`config.mk`:
```
export PLATFORM = sky130hd
export DESIGN_NAME = mcu_peripherals
export DESIGN_NICKNAME = d
export VERILOG_FILES = /design/src/rtl/mcu_pkg.sv /design/src/rtl/bus_decoder.sv /design/src/rtl/buzzer.sv /design/src/rtl/clock_timer.sv /design/src/rtl/io_regs.sv /design/src/rtl/main_ram.sv /design/src/rtl/mcu_peripherals.sv /design/src/rtl/video_ram.sv
export VERILOG_INCLUDE_DIRS = /design/src /design/src/rtl
export SDC_FILE = /design/constraint.sdc
export NUM_CORES = 2
export LEC_CHECK = 0
export ABC_AREA = 1
export BUFFER_PORTS_ARGS = -buffer_cell sky130_fd_sc_hd__buf_2
export CAP_MARGIN = 20
export CORE_ASPECT_RATIO = 1.1
export CORE_MARGIN = 10
export CORE_UTILIZATION = 45
export DETAILED_ROUTE_END_ITERATION = 8
export HOLD_SLACK_MARGIN = 0.03
export SYNTH_ARGS = -nofsm -noshare
export SYNTH_HDL_FRONTEND = slang
export SYNTH_SLANG_ARGS = --single-unit
```
`constraint.sdc`:
```
create_clock -name clk -period 10.1 [get_ports clk]
set_input_delay 0.505 -clock clk [delete_from_list [all_inputs] [get_ports clk]]
set_output_delay 0.505 -clock clk [all_outputs]
set_load 0.02 [all_outputs]
```
`src/rtl/mcu_defs.svh`:
```
`ifndef MCU_DEFS_SVH
`define MCU_DEFS_SVH

// Memory map
`define RAM_END         12'h280
`define SEG_LO_START    12'hE00
`define SEG_LO_END      12'hE50
`define SEG_HI_START    12'hE80
`define SEG_HI_END      12'hED0
`define SEG_HI_BASE     8'h50
`define VIDEO_SIZE      8'hA0
`define IO_PAGE         4'hF

// Offsets inside the I/O page
`define IO_CLOCK_FACTOR 8'h00
`define IO_CLOCK_MASK   8'h10
`define IO_K0_MASK      8'h14
`define IO_K1_MASK      8'h15
`define IO_TIMER_LO     8'h20
`define IO_TIMER_HI     8'h21
`define IO_K0           8'h40
`define IO_RELATION     8'h41
`define IO_K1           8'h42
`define IO_BUZZ_CTRL    8'h54
`define IO_LCD_CTRL     8'h71
`define IO_BUZZ_FREQ    8'h74
`define IO_TIMER_RESET  8'h76

// clk_en ticks per clock timer step
`define TIMER_PRESCALE  4

// Reset defaults
`define BUZZ_CTRL       4'hF
`define BUZZ_FREQ       4'hF
`define RELATION        4'hF
// lcd_control = 100, heavy load = 0
`define LCD_CTRL        4'h8

`endif

```
`src/rtl/mcu_pkg.sv`:
```
package mcu_pkg;

  // One data nibble on the CPU bus
  typedef logic [3:0] nibble_t;

  // Nibble address as seen by the CPU
  typedef logic [11:0] cpu_addr_t;

  // Main RAM word address, 640 words used
  typedef logic [9:0] ram_addr_t;

  // Video RAM word address, shared by both ports
  typedef logic [7:0] video_addr_t;

  // Register offset inside the I/O page
  typedef logic [7:0] io_offset_t;

endpackage

```
`src/rtl/bus_decoder.sv`:
```
`timescale 1ns/1ps
`include "mcu_defs.svh"

module bus_decoder import mcu_pkg::*; (
  input  logic        clk,
  input  logic        reset_n,
  input  logic        clk_en,
  input  cpu_addr_t   mem_addr,
  input  nibble_t     mem_write_data,
  input  logic        mem_write_en,
  input  logic        mem_read_en,
  output nibble_t     mem_read_data,
  output logic        ram_wren,
  output ram_addr_t   ram_addr,
  output logic        video_wren,
  output video_addr_t video_cpu_addr,
  output logic        io_write,
  output logic        io_read,
  output io_offset_t  io_offset,
  output nibble_t     wdata,
  input  nibble_t     ram_q,
  input  nibble_t     video_q,
  input  nibble_t     io_rdata
);

  logic in_ram;
  logic in_seg_lo;
  logic in_seg_hi;
  logic in_io;
  logic access;

  // Region decode
  assign in_ram    = mem_addr < `RAM_END;
  assign in_seg_lo = (mem_addr >= `SEG_LO_START) && (mem_addr < `SEG_LO_END);
  assign in_seg_hi = (mem_addr >= `SEG_HI_START) && (mem_addr < `SEG_HI_END);
  assign in_io     = mem_addr[11:8] == `IO_PAGE;

  assign access = clk_en && (mem_write_en || mem_read_en);

  // Addresses run ahead of the tick so the synchronous RAMs can read
  assign ram_addr       = mem_addr[9:0];
  assign video_cpu_addr = {1'b0, mem_addr[6:0]} + (in_seg_hi ? `SEG_HI_BASE : 8'h00);
  assign io_offset      = mem_addr[7:0];
  assign wdata          = mem_write_data;

  assign ram_wren   = clk_en && mem_write_en && in_ram;
  assign video_wren = clk_en && mem_write_en && (in_seg_lo || in_seg_hi);
  assign io_write   = clk_en && mem_write_en && in_io;
  assign io_read    = clk_en && mem_read_en && in_io;

  always_ff @(posedge clk) begin
    if (!reset_n) begin
      mem_read_data <= '0;
    end else if (access) begin
      if (in_ram) begin
        mem_read_data <= ram_q;
      end else if (in_seg_lo || in_seg_hi) begin
        mem_read_data <= video_q;
      end else if (in_io) begin
        mem_read_data <= io_rdata;
      end else begin
        // Unmapped
        mem_read_data <= '0;
      end
    end
  end

  // One region per access, the CPU never drives both strobes
  a_one_region: assert property (@(posedge clk) disable iff (!reset_n)
    $onehot0({ram_wren, video_wren, io_write, io_read}));

endmodule

```
`src/rtl/buzzer.sv`:
```
`timescale 1ns/1ps
`include "mcu_defs.svh"

module buzzer (
  input  logic       clk,
  input  logic       reset_n,
  input  logic       clk_en,
  input  logic       buzzer_enabled,
  input  logic [2:0] buzzer_freq,
  output logic       tone
);

  // Shortest half-period in ticks
  localparam logic [3:0] HALF_BASE = 4'd2;

  logic [3:0] count;
  logic [3:0] half_period;

  assign half_period = HALF_BASE + {1'b0, buzzer_freq};

  always_ff @(posedge clk) begin
    if (!reset_n) begin
      count <= '0;
      tone  <= 1'b0;
    end else if (!buzzer_enabled) begin
      // Silent, and the next tone starts from a full half-period
      count <= '0;
      tone  <= 1'b0;
    end else if (clk_en) begin
      if (count >= half_period - 4'd1) begin
        count <= '0;
        tone  <= ~tone;
      end else begin
        count <= count + 4'd1;
      end
    end
  end

endmodule

```
`src/rtl/clock_timer.sv`:
```
`timescale 1ns/1ps
`include "mcu_defs.svh"

module clock_timer import mcu_pkg::*; (
  input  logic       clk,
  input  logic       reset_n,
  input  logic       clk_en,
  input  logic       timer_reset,
  input  logic       factor_clear,
  output logic [7:0] timer_value,
  output nibble_t    clock_factor
);

  localparam int PRESCALE_W = $clog2(`TIMER_PRESCALE);

  logic [PRESCALE_W-1:0] prescale;
  logic                  step;
  logic [7:0]            timer_next;
  logic [7:0]            falling;
  nibble_t               factor_set;

  assign step       = clk_en && (prescale == PRESCALE_W'(`TIMER_PRESCALE - 1));
  assign timer_next = timer_value + 8'd1;

  // Bits that drop from 1 to 0 on this step
  assign falling = step ? (timer_value & ~timer_next) : '0;

  // 32 Hz, 8 Hz, 2 Hz and 1 Hz taps
  assign factor_set = timer_reset ? '0 : {falling[7], falling[6], falling[4], falling[2]};

  always_ff @(posedge clk) begin
    if (!reset_n) begin
      prescale     <= '0;
      timer_value  <= '0;
      clock_factor <= '0;
    end else begin
      if (timer_reset) begin
        prescale    <= '0;
        timer_value <= '0;
      end else if (clk_en) begin
        prescale <= step ? '0 : prescale + 1'b1;
        if (step) begin
          timer_value <= timer_next;
        end
      end
      // A new set beats a clear in the same cycle
      clock_factor <= (factor_clear ? '0 : clock_factor) | factor_set;
    end
  end

endmodule

```
`src/rtl/io_regs.sv`:
```
`timescale 1ns/1ps
`include "mcu_defs.svh"

module io_regs import mcu_pkg::*; (
  input  logic       clk,
  input  logic       reset_n,
  input  logic       io_write,
  input  logic       io_read,
  input  io_offset_t io_offset,
  input  nibble_t    wdata,
  output nibble_t    io_rdata,
  input  nibble_t    k0,
  input  nibble_t    k1,
  input  logic [7:0] timer_value,
  input  nibble_t    clock_factor,
  output logic       timer_reset,
  output logic       factor_clear,
  output logic       buzzer_enabled,
  output logic [2:0] buzzer_freq,
  output logic       lcd_all_off,
  output logic       lcd_all_on,
  output logic       irq
);

  nibble_t    clock_mask;
  nibble_t    k0_mask;
  nibble_t    k1_mask;
  nibble_t    relation;
  nibble_t    buzz_ctrl;
  nibble_t    buzz_freq;
  logic [2:0] lcd_control;
  logic       heavy_load;

  always_ff @(posedge clk) begin
    if (!reset_n) begin
      clock_mask                <= '0;
      k0_mask                   <= '0;
      k1_mask                   <= '0;
      relation                  <= `RELATION;
      buzz_ctrl                 <= `BUZZ_CTRL;
      buzz_freq                 <= `BUZZ_FREQ;
      {lcd_control, heavy_load} <= `LCD_CTRL;
      timer_reset               <= 1'b0;
      factor_clear              <= 1'b0;
    end else begin
      // Pulses last one cycle
      timer_reset  <= io_write && (io_offset == `IO_TIMER_RESET) && wdata[1];
      factor_clear <= io_read && (io_offset == `IO_CLOCK_FACTOR);

      if (io_write) begin
        case (io_offset)
          `IO_CLOCK_MASK: clock_mask <= wdata;
          `IO_K0_MASK:    k0_mask    <= wdata;
          `IO_K1_MASK:    k1_mask    <= wdata;
          `IO_RELATION:   relation   <= wdata;
          `IO_BUZZ_CTRL:  buzz_ctrl  <= wdata;
          `IO_LCD_CTRL:   {lcd_control, heavy_load} <= wdata;
          `IO_BUZZ_FREQ:  buzz_freq  <= wdata;
          default: ;
        endcase
      end
    end
  end

  // Read mux, unhandled offsets read as 0
  always_comb begin
    case (io_offset)
      `IO_CLOCK_FACTOR: io_rdata = clock_factor;
      `IO_CLOCK_MASK:   io_rdata = clock_mask;
      `IO_K0_MASK:      io_rdata = k0_mask;
      `IO_K1_MASK:      io_rdata = k1_mask;
      `IO_TIMER_LO:     io_rdata = timer_value[3:0];
      `IO_TIMER_HI:     io_rdata = timer_value[7:4];
      `IO_K0:           io_rdata = k0;
      `IO_RELATION:     io_rdata = relation;
      `IO_K1:           io_rdata = k1;
      `IO_BUZZ_CTRL:    io_rdata = buzz_ctrl;
      `IO_LCD_CTRL:     io_rdata = {lcd_control, heavy_load};
      `IO_BUZZ_FREQ:    io_rdata = buzz_freq;
      default:          io_rdata = '0;
    endcase
  end

  // R43 low enables the tone
  assign buzzer_enabled = ~buzz_ctrl[3];
  assign buzzer_freq    = buzz_freq[2:0];

  assign lcd_all_off = lcd_control[2];
  assign lcd_all_on  = lcd_control[1];

  assign irq = |(clock_factor & clock_mask);

endmodule

```
`src/rtl/main_ram.sv`:
```
`timescale 1ns/1ps
`include "mcu_defs.svh"

module main_ram import mcu_pkg::*; (
  input  logic      clk,
  input  ram_addr_t cpu_addr,
  input  nibble_t   cpu_data,
  input  logic      cpu_wren,
  input  logic      ss_active,
  input  ram_addr_t ss_addr,
  input  nibble_t   ss_data,
  input  logic      ss_wren,
  output nibble_t   q
);

  nibble_t   mem [0:`RAM_END-1];

  ram_addr_t addr;
  nibble_t   data;
  logic      wren;

  // State port takes the whole RAM, CPU writes are dropped meanwhile
  assign addr = ss_active ? ss_addr : cpu_addr;
  assign data = ss_active ? ss_data : cpu_data;
  assign wren = ss_active ? ss_wren : cpu_wren;

  always_ff @(posedge clk) begin
    if (wren) begin
      mem[addr] <= data;
    end
    q <= mem[addr];
  end

  // Neither the decoder nor the state port may write past the array
  a_write_in_range: assert property (@(posedge clk) wren |-> ({2'b00, addr} < `RAM_END));

endmodule

```
`src/rtl/mcu_peripherals.sv`:
```
`timescale 1ns/1ps

module mcu_peripherals import mcu_pkg::*; (
  input  logic        clk,
  input  logic        reset_n,
  input  logic        clk_en,

  // CPU data bus
  input  cpu_addr_t   mem_addr,
  input  nibble_t     mem_write_data,
  input  logic        mem_write_en,
  input  logic        mem_read_en,
  output nibble_t     mem_read_data,

  // Display read port
  input  video_addr_t video_addr,
  output nibble_t     video_data,

  input  nibble_t     k0,
  input  nibble_t     k1,

  output logic        buzzer,
  output logic        irq,
  output logic        lcd_all_off,
  output logic        lcd_all_on,

  // State access to main RAM
  input  logic        ss_active,
  input  logic        ss_wren,
  input  ram_addr_t   ss_addr,
  input  nibble_t     ss_data,
  output nibble_t     ss_q
);

  logic        ram_wren;
  ram_addr_t   ram_addr;
  logic        video_wren;
  video_addr_t video_cpu_addr;
  logic        io_write;
  logic        io_read;
  io_offset_t  io_offset;
  nibble_t     wdata;

  nibble_t     ram_q;
  nibble_t     video_q;
  nibble_t     io_rdata;

  logic [7:0]  timer_value;
  nibble_t     clock_factor;
  logic        timer_reset;
  logic        factor_clear;

  logic        buzzer_enabled;
  logic [2:0]  buzzer_freq;

  bus_decoder decoder0 (
    .clk            (clk),
    .reset_n        (reset_n),
    .clk_en         (clk_en),
    .mem_addr       (mem_addr),
    .mem_write_data (mem_write_data),
    .mem_write_en   (mem_write_en),
    .mem_read_en    (mem_read_en),
    .mem_read_data  (mem_read_data),
    .ram_wren       (ram_wren),
    .ram_addr       (ram_addr),
    .video_wren     (video_wren),
    .video_cpu_addr (video_cpu_addr),
    .io_write       (io_write),
    .io_read        (io_read),
    .io_offset      (io_offset),
    .wdata          (wdata),
    .ram_q          (ram_q),
    .video_q        (video_q),
    .io_rdata       (io_rdata)
  );

  // Single RAM, the state port wins while ss_active is high
  main_ram ram0 (
    .clk       (clk),
    .cpu_addr  (ram_addr),
    .cpu_data  (wdata),
    .cpu_wren  (ram_wren),
    .ss_active (ss_active),
    .ss_addr   (ss_addr),
    .ss_data   (ss_data),
    .ss_wren   (ss_wren),
    .q         (ram_q)
  );

  assign ss_q = ram_q;

  video_ram vram0 (
    .clk       (clk),
    .cpu_addr  (video_cpu_addr),
    .cpu_data  (wdata),
    .cpu_wren  (video_wren),
    .cpu_q     (video_q),
    .disp_addr (video_addr),
    .disp_q    (video_data)
  );

  io_regs io0 (
    .clk            (clk),
    .reset_n        (reset_n),
    .io_write       (io_write),
    .io_read        (io_read),
    .io_offset      (io_offset),
    .wdata          (wdata),
    .io_rdata       (io_rdata),
    .k0             (k0),
    .k1             (k1),
    .timer_value    (timer_value),
    .clock_factor   (clock_factor),
    .timer_reset    (timer_reset),
    .factor_clear   (factor_clear),
    .buzzer_enabled (buzzer_enabled),
    .buzzer_freq    (buzzer_freq),
    .lcd_all_off    (lcd_all_off),
    .lcd_all_on     (lcd_all_on),
    .irq            (irq)
  );

  clock_timer timer0 (
    .clk          (clk),
    .reset_n      (reset_n),
    .clk_en       (clk_en),
    .timer_reset  (timer_reset),
    .factor_clear (factor_clear),
    .timer_value  (timer_value),
    .clock_factor (clock_factor)
  );

  buzzer tone_gen (
    .clk            (clk),
    .reset_n        (reset_n),
    .clk_en         (clk_en),
    .buzzer_enabled (buzzer_enabled),
    .buzzer_freq    (buzzer_freq),
    .tone           (buzzer)
  );

endmodule

```
`src/rtl/video_ram.sv`:
```
`timescale 1ns/1ps
`include "mcu_defs.svh"

module video_ram import mcu_pkg::*; (
  input  logic        clk,
  input  video_addr_t cpu_addr,
  input  nibble_t     cpu_data,
  input  logic        cpu_wren,
  output nibble_t     cpu_q,
  input  video_addr_t disp_addr,
  output nibble_t     disp_q
);

  nibble_t     mem [0:`VIDEO_SIZE-1];

  video_addr_t disp_idx;

  // Out of range display reads fall back to word 0
  assign disp_idx = (disp_addr < `VIDEO_SIZE) ? disp_addr : '0;

  // CPU port, read and write
  always_ff @(posedge clk) begin
    if (cpu_wren) begin
      mem[cpu_addr] <= cpu_data;
    end
    cpu_q <= mem[cpu_addr];
  end

  // Display port is read only
  always_ff @(posedge clk) begin
    disp_q <= mem[disp_idx];
  end

endmodule

```
==> results.yml <==
run_status:
  status: "finished clean"
yosys:
  synth_top_area_frac: 0.679
  netlist_instances: 13900
  ys.flop_type: "edfxtp_1"
  ys_ff_latch: 3265
  synth_top_area_cell: "edfxtp_1"
  yosysWarnings: 0
  syn_avg_cell_area_um2: 10.2
  ys_seq_area_frac: 0.688
  async_reset_ff_frac: 0
  synth-edff-count: 3200
  ys_types: 43
  syn_nets: 14000
  synth.cell_area_um2: 142000
  synthTopCellsByArea: "edfxtp_1 (68%), nand2_1 (17%), nor2_1 (3.0%)"
worst_setup_path:
  path_depth: 21
  path_buf_inv: 5
  worstPathRequired_ps: 10980
  cp_top_family: "buffers and inverters"
  rr_startpoint: "ram0.mem[503][1]"
  cp-start-kind: "input pin"
  r2r_slack_ps: 7570
  path_common_cell: "nand2_1"
  crit_type: "input pin to flop"
  cp-end-kind: "flop"
  slowest_stage: "buf_4"
  slowest_delay_ps: 800
  worst-r2r-cell-count: 14
  crit_chain: "buf_2 > inv_2 > nand2_4 > nand2_8 > buf_12 > buf_4 > buf_4 > nand2_1 > nand2_1 > nand2_1 > nand2_1 > nand2_1 > nand2_1 > nor2_1 > nand2_1 > nand2_1 > nand2_1 > nor2_1 > nor2_1 > nor2_1 > nand3_1"
  r2r-end: "ram0.q[1]"
  critPathMaxFanout: 155
  arrival_ps: 5790
cts:
  cts-buffers-inserted: 348
  cts_resized: 0
  root_buffer: "clkbuf_16"
  clk_path_buf_depth: 4
  clk_pin_slew_ps: 60
  clk-insertion-delay-late_ps: 970
  cts_max_level: 5
  cts_tree: "built"
  clock-sinks: 3265
sta:
  tns_ps: 0
  maxSlewViolCount: 0
  period_needed_ps: 4910
  hold_viol: 0
  slew-limit-headroom: 0.191
  fin_skew_ps: 63.6
  post-route-period-util: 0.487
  clock.fmax_ghz: 0.204
  setup_viol: 0
  rsz0062_at_grt: "no"
  tightest_slew_ps: 1210
run:
  maxCapViolCount: 0
floorplan:
  fp.dieW_um: 555
  pin_count: 69
  placementRows: 215
  die_area_um2: 337000
  die_y_um: 608
  core_um2: 313000
  initial_core_util: 0.453
global_routing:
  grt-ovfl-total: 0
  grt_pass1_wl_um: 643000
  first_global_vias: 97000
  grt_max_degree: 194
  antenna_found_initial: 23
  grt_use_total: 0.252
placement:
  port-buffer-count: 68
  routabilityCongestion: 0.882
  dpl.hpwl_um: 241000
detailed_routing:
  drc_errors: 0
  drt-pass1-iter-count: 7
  wl_per_cell_um: 24.4
  ant_nets: 0
  drt_iter0_drc: 12200
  wirelength_um: 442000
  avgViaCountPerCell: 5.61
  vias: 101000
finish:
  area_delta_synth_final_pct: 10.7
  final_util: 0.501
  fillers: 28000
  fin_nets: 13700
  drive_gt1_frac: 0.0592
power_and_ir_drop:
  p_leak_uw: 0.0588
  total_power_uw: 30000
  pwr_density_cell_nw_per_um2: 191
  peakVddDrop_uv: 122
min_path:
  whs_endpoint: "io0.buzz_ctrl[0]"
  hold_path_depth: 2
  min_path_type: "input pin to flop"
  min_from: "reset_n"
-- cells by family after synthesis --
family                   count (synthesis)  share of synthesized area
AO/OA/AOI/OAI                         1027                     0.0432
XOR/XNOR                                 3                   0.000186
adder cells (fa/ha/maj)                 14                    0.00124
buffers and inverters                 1297                     0.0381
flip-flops                            3265                      0.688
AND/OR/NAND/NOR                       8293                      0.229
-- sequential cells by signal, indices dropped and copies added, names as in the netlist, 3 cells and up --
name	cells
ram0.mem	2560
vram0.mem	640
timer0.timer_value	8
decoder0.mem_read_data	4
io0.buzz_ctrl	4
io0.buzz_freq	4
io0.clock_mask	4
io0.k0_mask	4
io0.k1_mask	4
io0.relation	4
ram0.q	4
timer0.clock_factor	4
tone_gen.count	4
vram0.cpu_q	4
vram0.disp_q	4
io0.lcd_control	3
-- metrics by stage --
step / hold WS [ps] / instances / cell area (um2) / worst slack [ps]
after floorplan: 425 / 13900 / 142000 / 3940
after global placement: 439 / 17400 / 145000 / 4410
after detailed placement: 449 / 17400 / 145000 / 4320
after CTS: 32.9 / 18100 / 157000 / 5310
after global routing: 95.4 / 18100 / 157000 / 4890
final: 84.5 / 18100 / 157000 / 5190
-- area by class of cell --
| class | instances | area (um2) | area share |
|---|---|---|---|
| timing repair buffer | 252 | 2100 | 0.0134 |
| sequential | 3265 | 97400 | 0.622 |
| multi-input combinational | 9337 | 39200 | 0.250 |
| antenna | 13 | 32.5 | 0.000208 |
| clock buffer | 424 | 9080 | 0.0580 |
| clock inverter | 204 | 1880 | 0.0120 |
| inverter | 463 | 1740 | 0.0111 |
| tap | 4123 | 5160 | 0.0329 |
-- metal layers --
metal,wire (um),GRT usage
met1,175000,0.334
met2,206000,0.409
met3,42000,0.0454
met4,18900,0.105
met5,70,0
-- worst max-delay path by stage --
stage,end,slack (ps),from
floorplan,ram0.mem[0][1],3940,ss_active
global placement,ram0.q[0],4410,ss_active
global route,ram0.q[0],4890,ss_active
detailed placement,ram0.q[0],4320,ss_active
CTS,ram0.q[0],5310,ss_active
finish,ram0.q[0],5190,ss_active
-- power breakdown --
part / internal, uW / leakage [uW] / switching [uW]
Combinational: 546 / 0.0250 / 1990
Sequential: 15000 / 0.0285 / 27.8
Clock: 7050 / 0.00533 / 5390
-- cell usage after synthesis (2+ instances only) --
| library cell | count |
|---|---|
| a211oi_1 | 4 |
| a21oi_1 | 151 |
| a221oi_1 | 8 |
| a22oi_1 | 58 |
| a41oi_1 | 2 |
| and2_1 | 2 |
| buf_1 | 40 |
| buf_2 | 343 |
| buf_4 | 21 |
| buf_6 | 2 |
| clkbuf_1 | 428 |
| dfxtp_1 | 65 |
| edfxtp_1 | 3200 |
| ha_1 | 14 |
| inv_1 | 453 |
| inv_2 | 9 |
| nand2_1 | 6286 |
| nand2_2 | 2 |
| nand3_1 | 767 |
| nand4_1 | 68 |
| nor2_1 | 1128 |
| nor2_2 | 6 |
| nor2_4 | 2 |
| nor3_1 | 9 |
| nor3_2 | 11 |
| nor4_1 | 4 |
| o2111ai_1 | 4 |
| o211ai_1 | 193 |
| o21ai_0 | 444 |
| o21ai_1 | 39 |
| o21ai_2 | 5 |
| o21bai_1 | 3 |
| o221ai_1 | 10 |
| o22ai_1 | 77 |
| o311ai_0 | 23 |
| o31ai_1 | 3 |
| or2_2 | 8 |
| xnor2_1 | 2 |
-- layout by cell type (no fill, tap or decap), types with 62 or more instances in the layout --
| master | netlist | final |
|---|---|---|
| nand3_1 | 767 | 767 |
| dfxtp_1 | 65 | 65 |
| o22ai_1 | 77 | 77 |
| a21oi_1 | 151 | 151 |
| o21ai_0 | 444 | 443 |
| clkinv_1 | 1 | 84 |
| nor2_1 | 1128 | 1119 |
| nand2_1 | 6286 | 6241 |
| buf_4 | 21 | 154 |
| clkbuf_16 | 0 | 349 |
| inv_1 | 453 | 452 |
| o211ai_1 | 193 | 193 |
| clkbuf_1 | 428 | 65 |
| buf_2 | 343 | 62 |
| edfxtp_1 | 3200 | 3200 |
| nand4_1 | 68 | 68 |
-- timing repair --
item	4_1_cts	5_1_grt
buffers inserted	0	0
hold buffers	6	0
endpoints found under the hold margin	25	0
(Power assumes the default switching activity.)
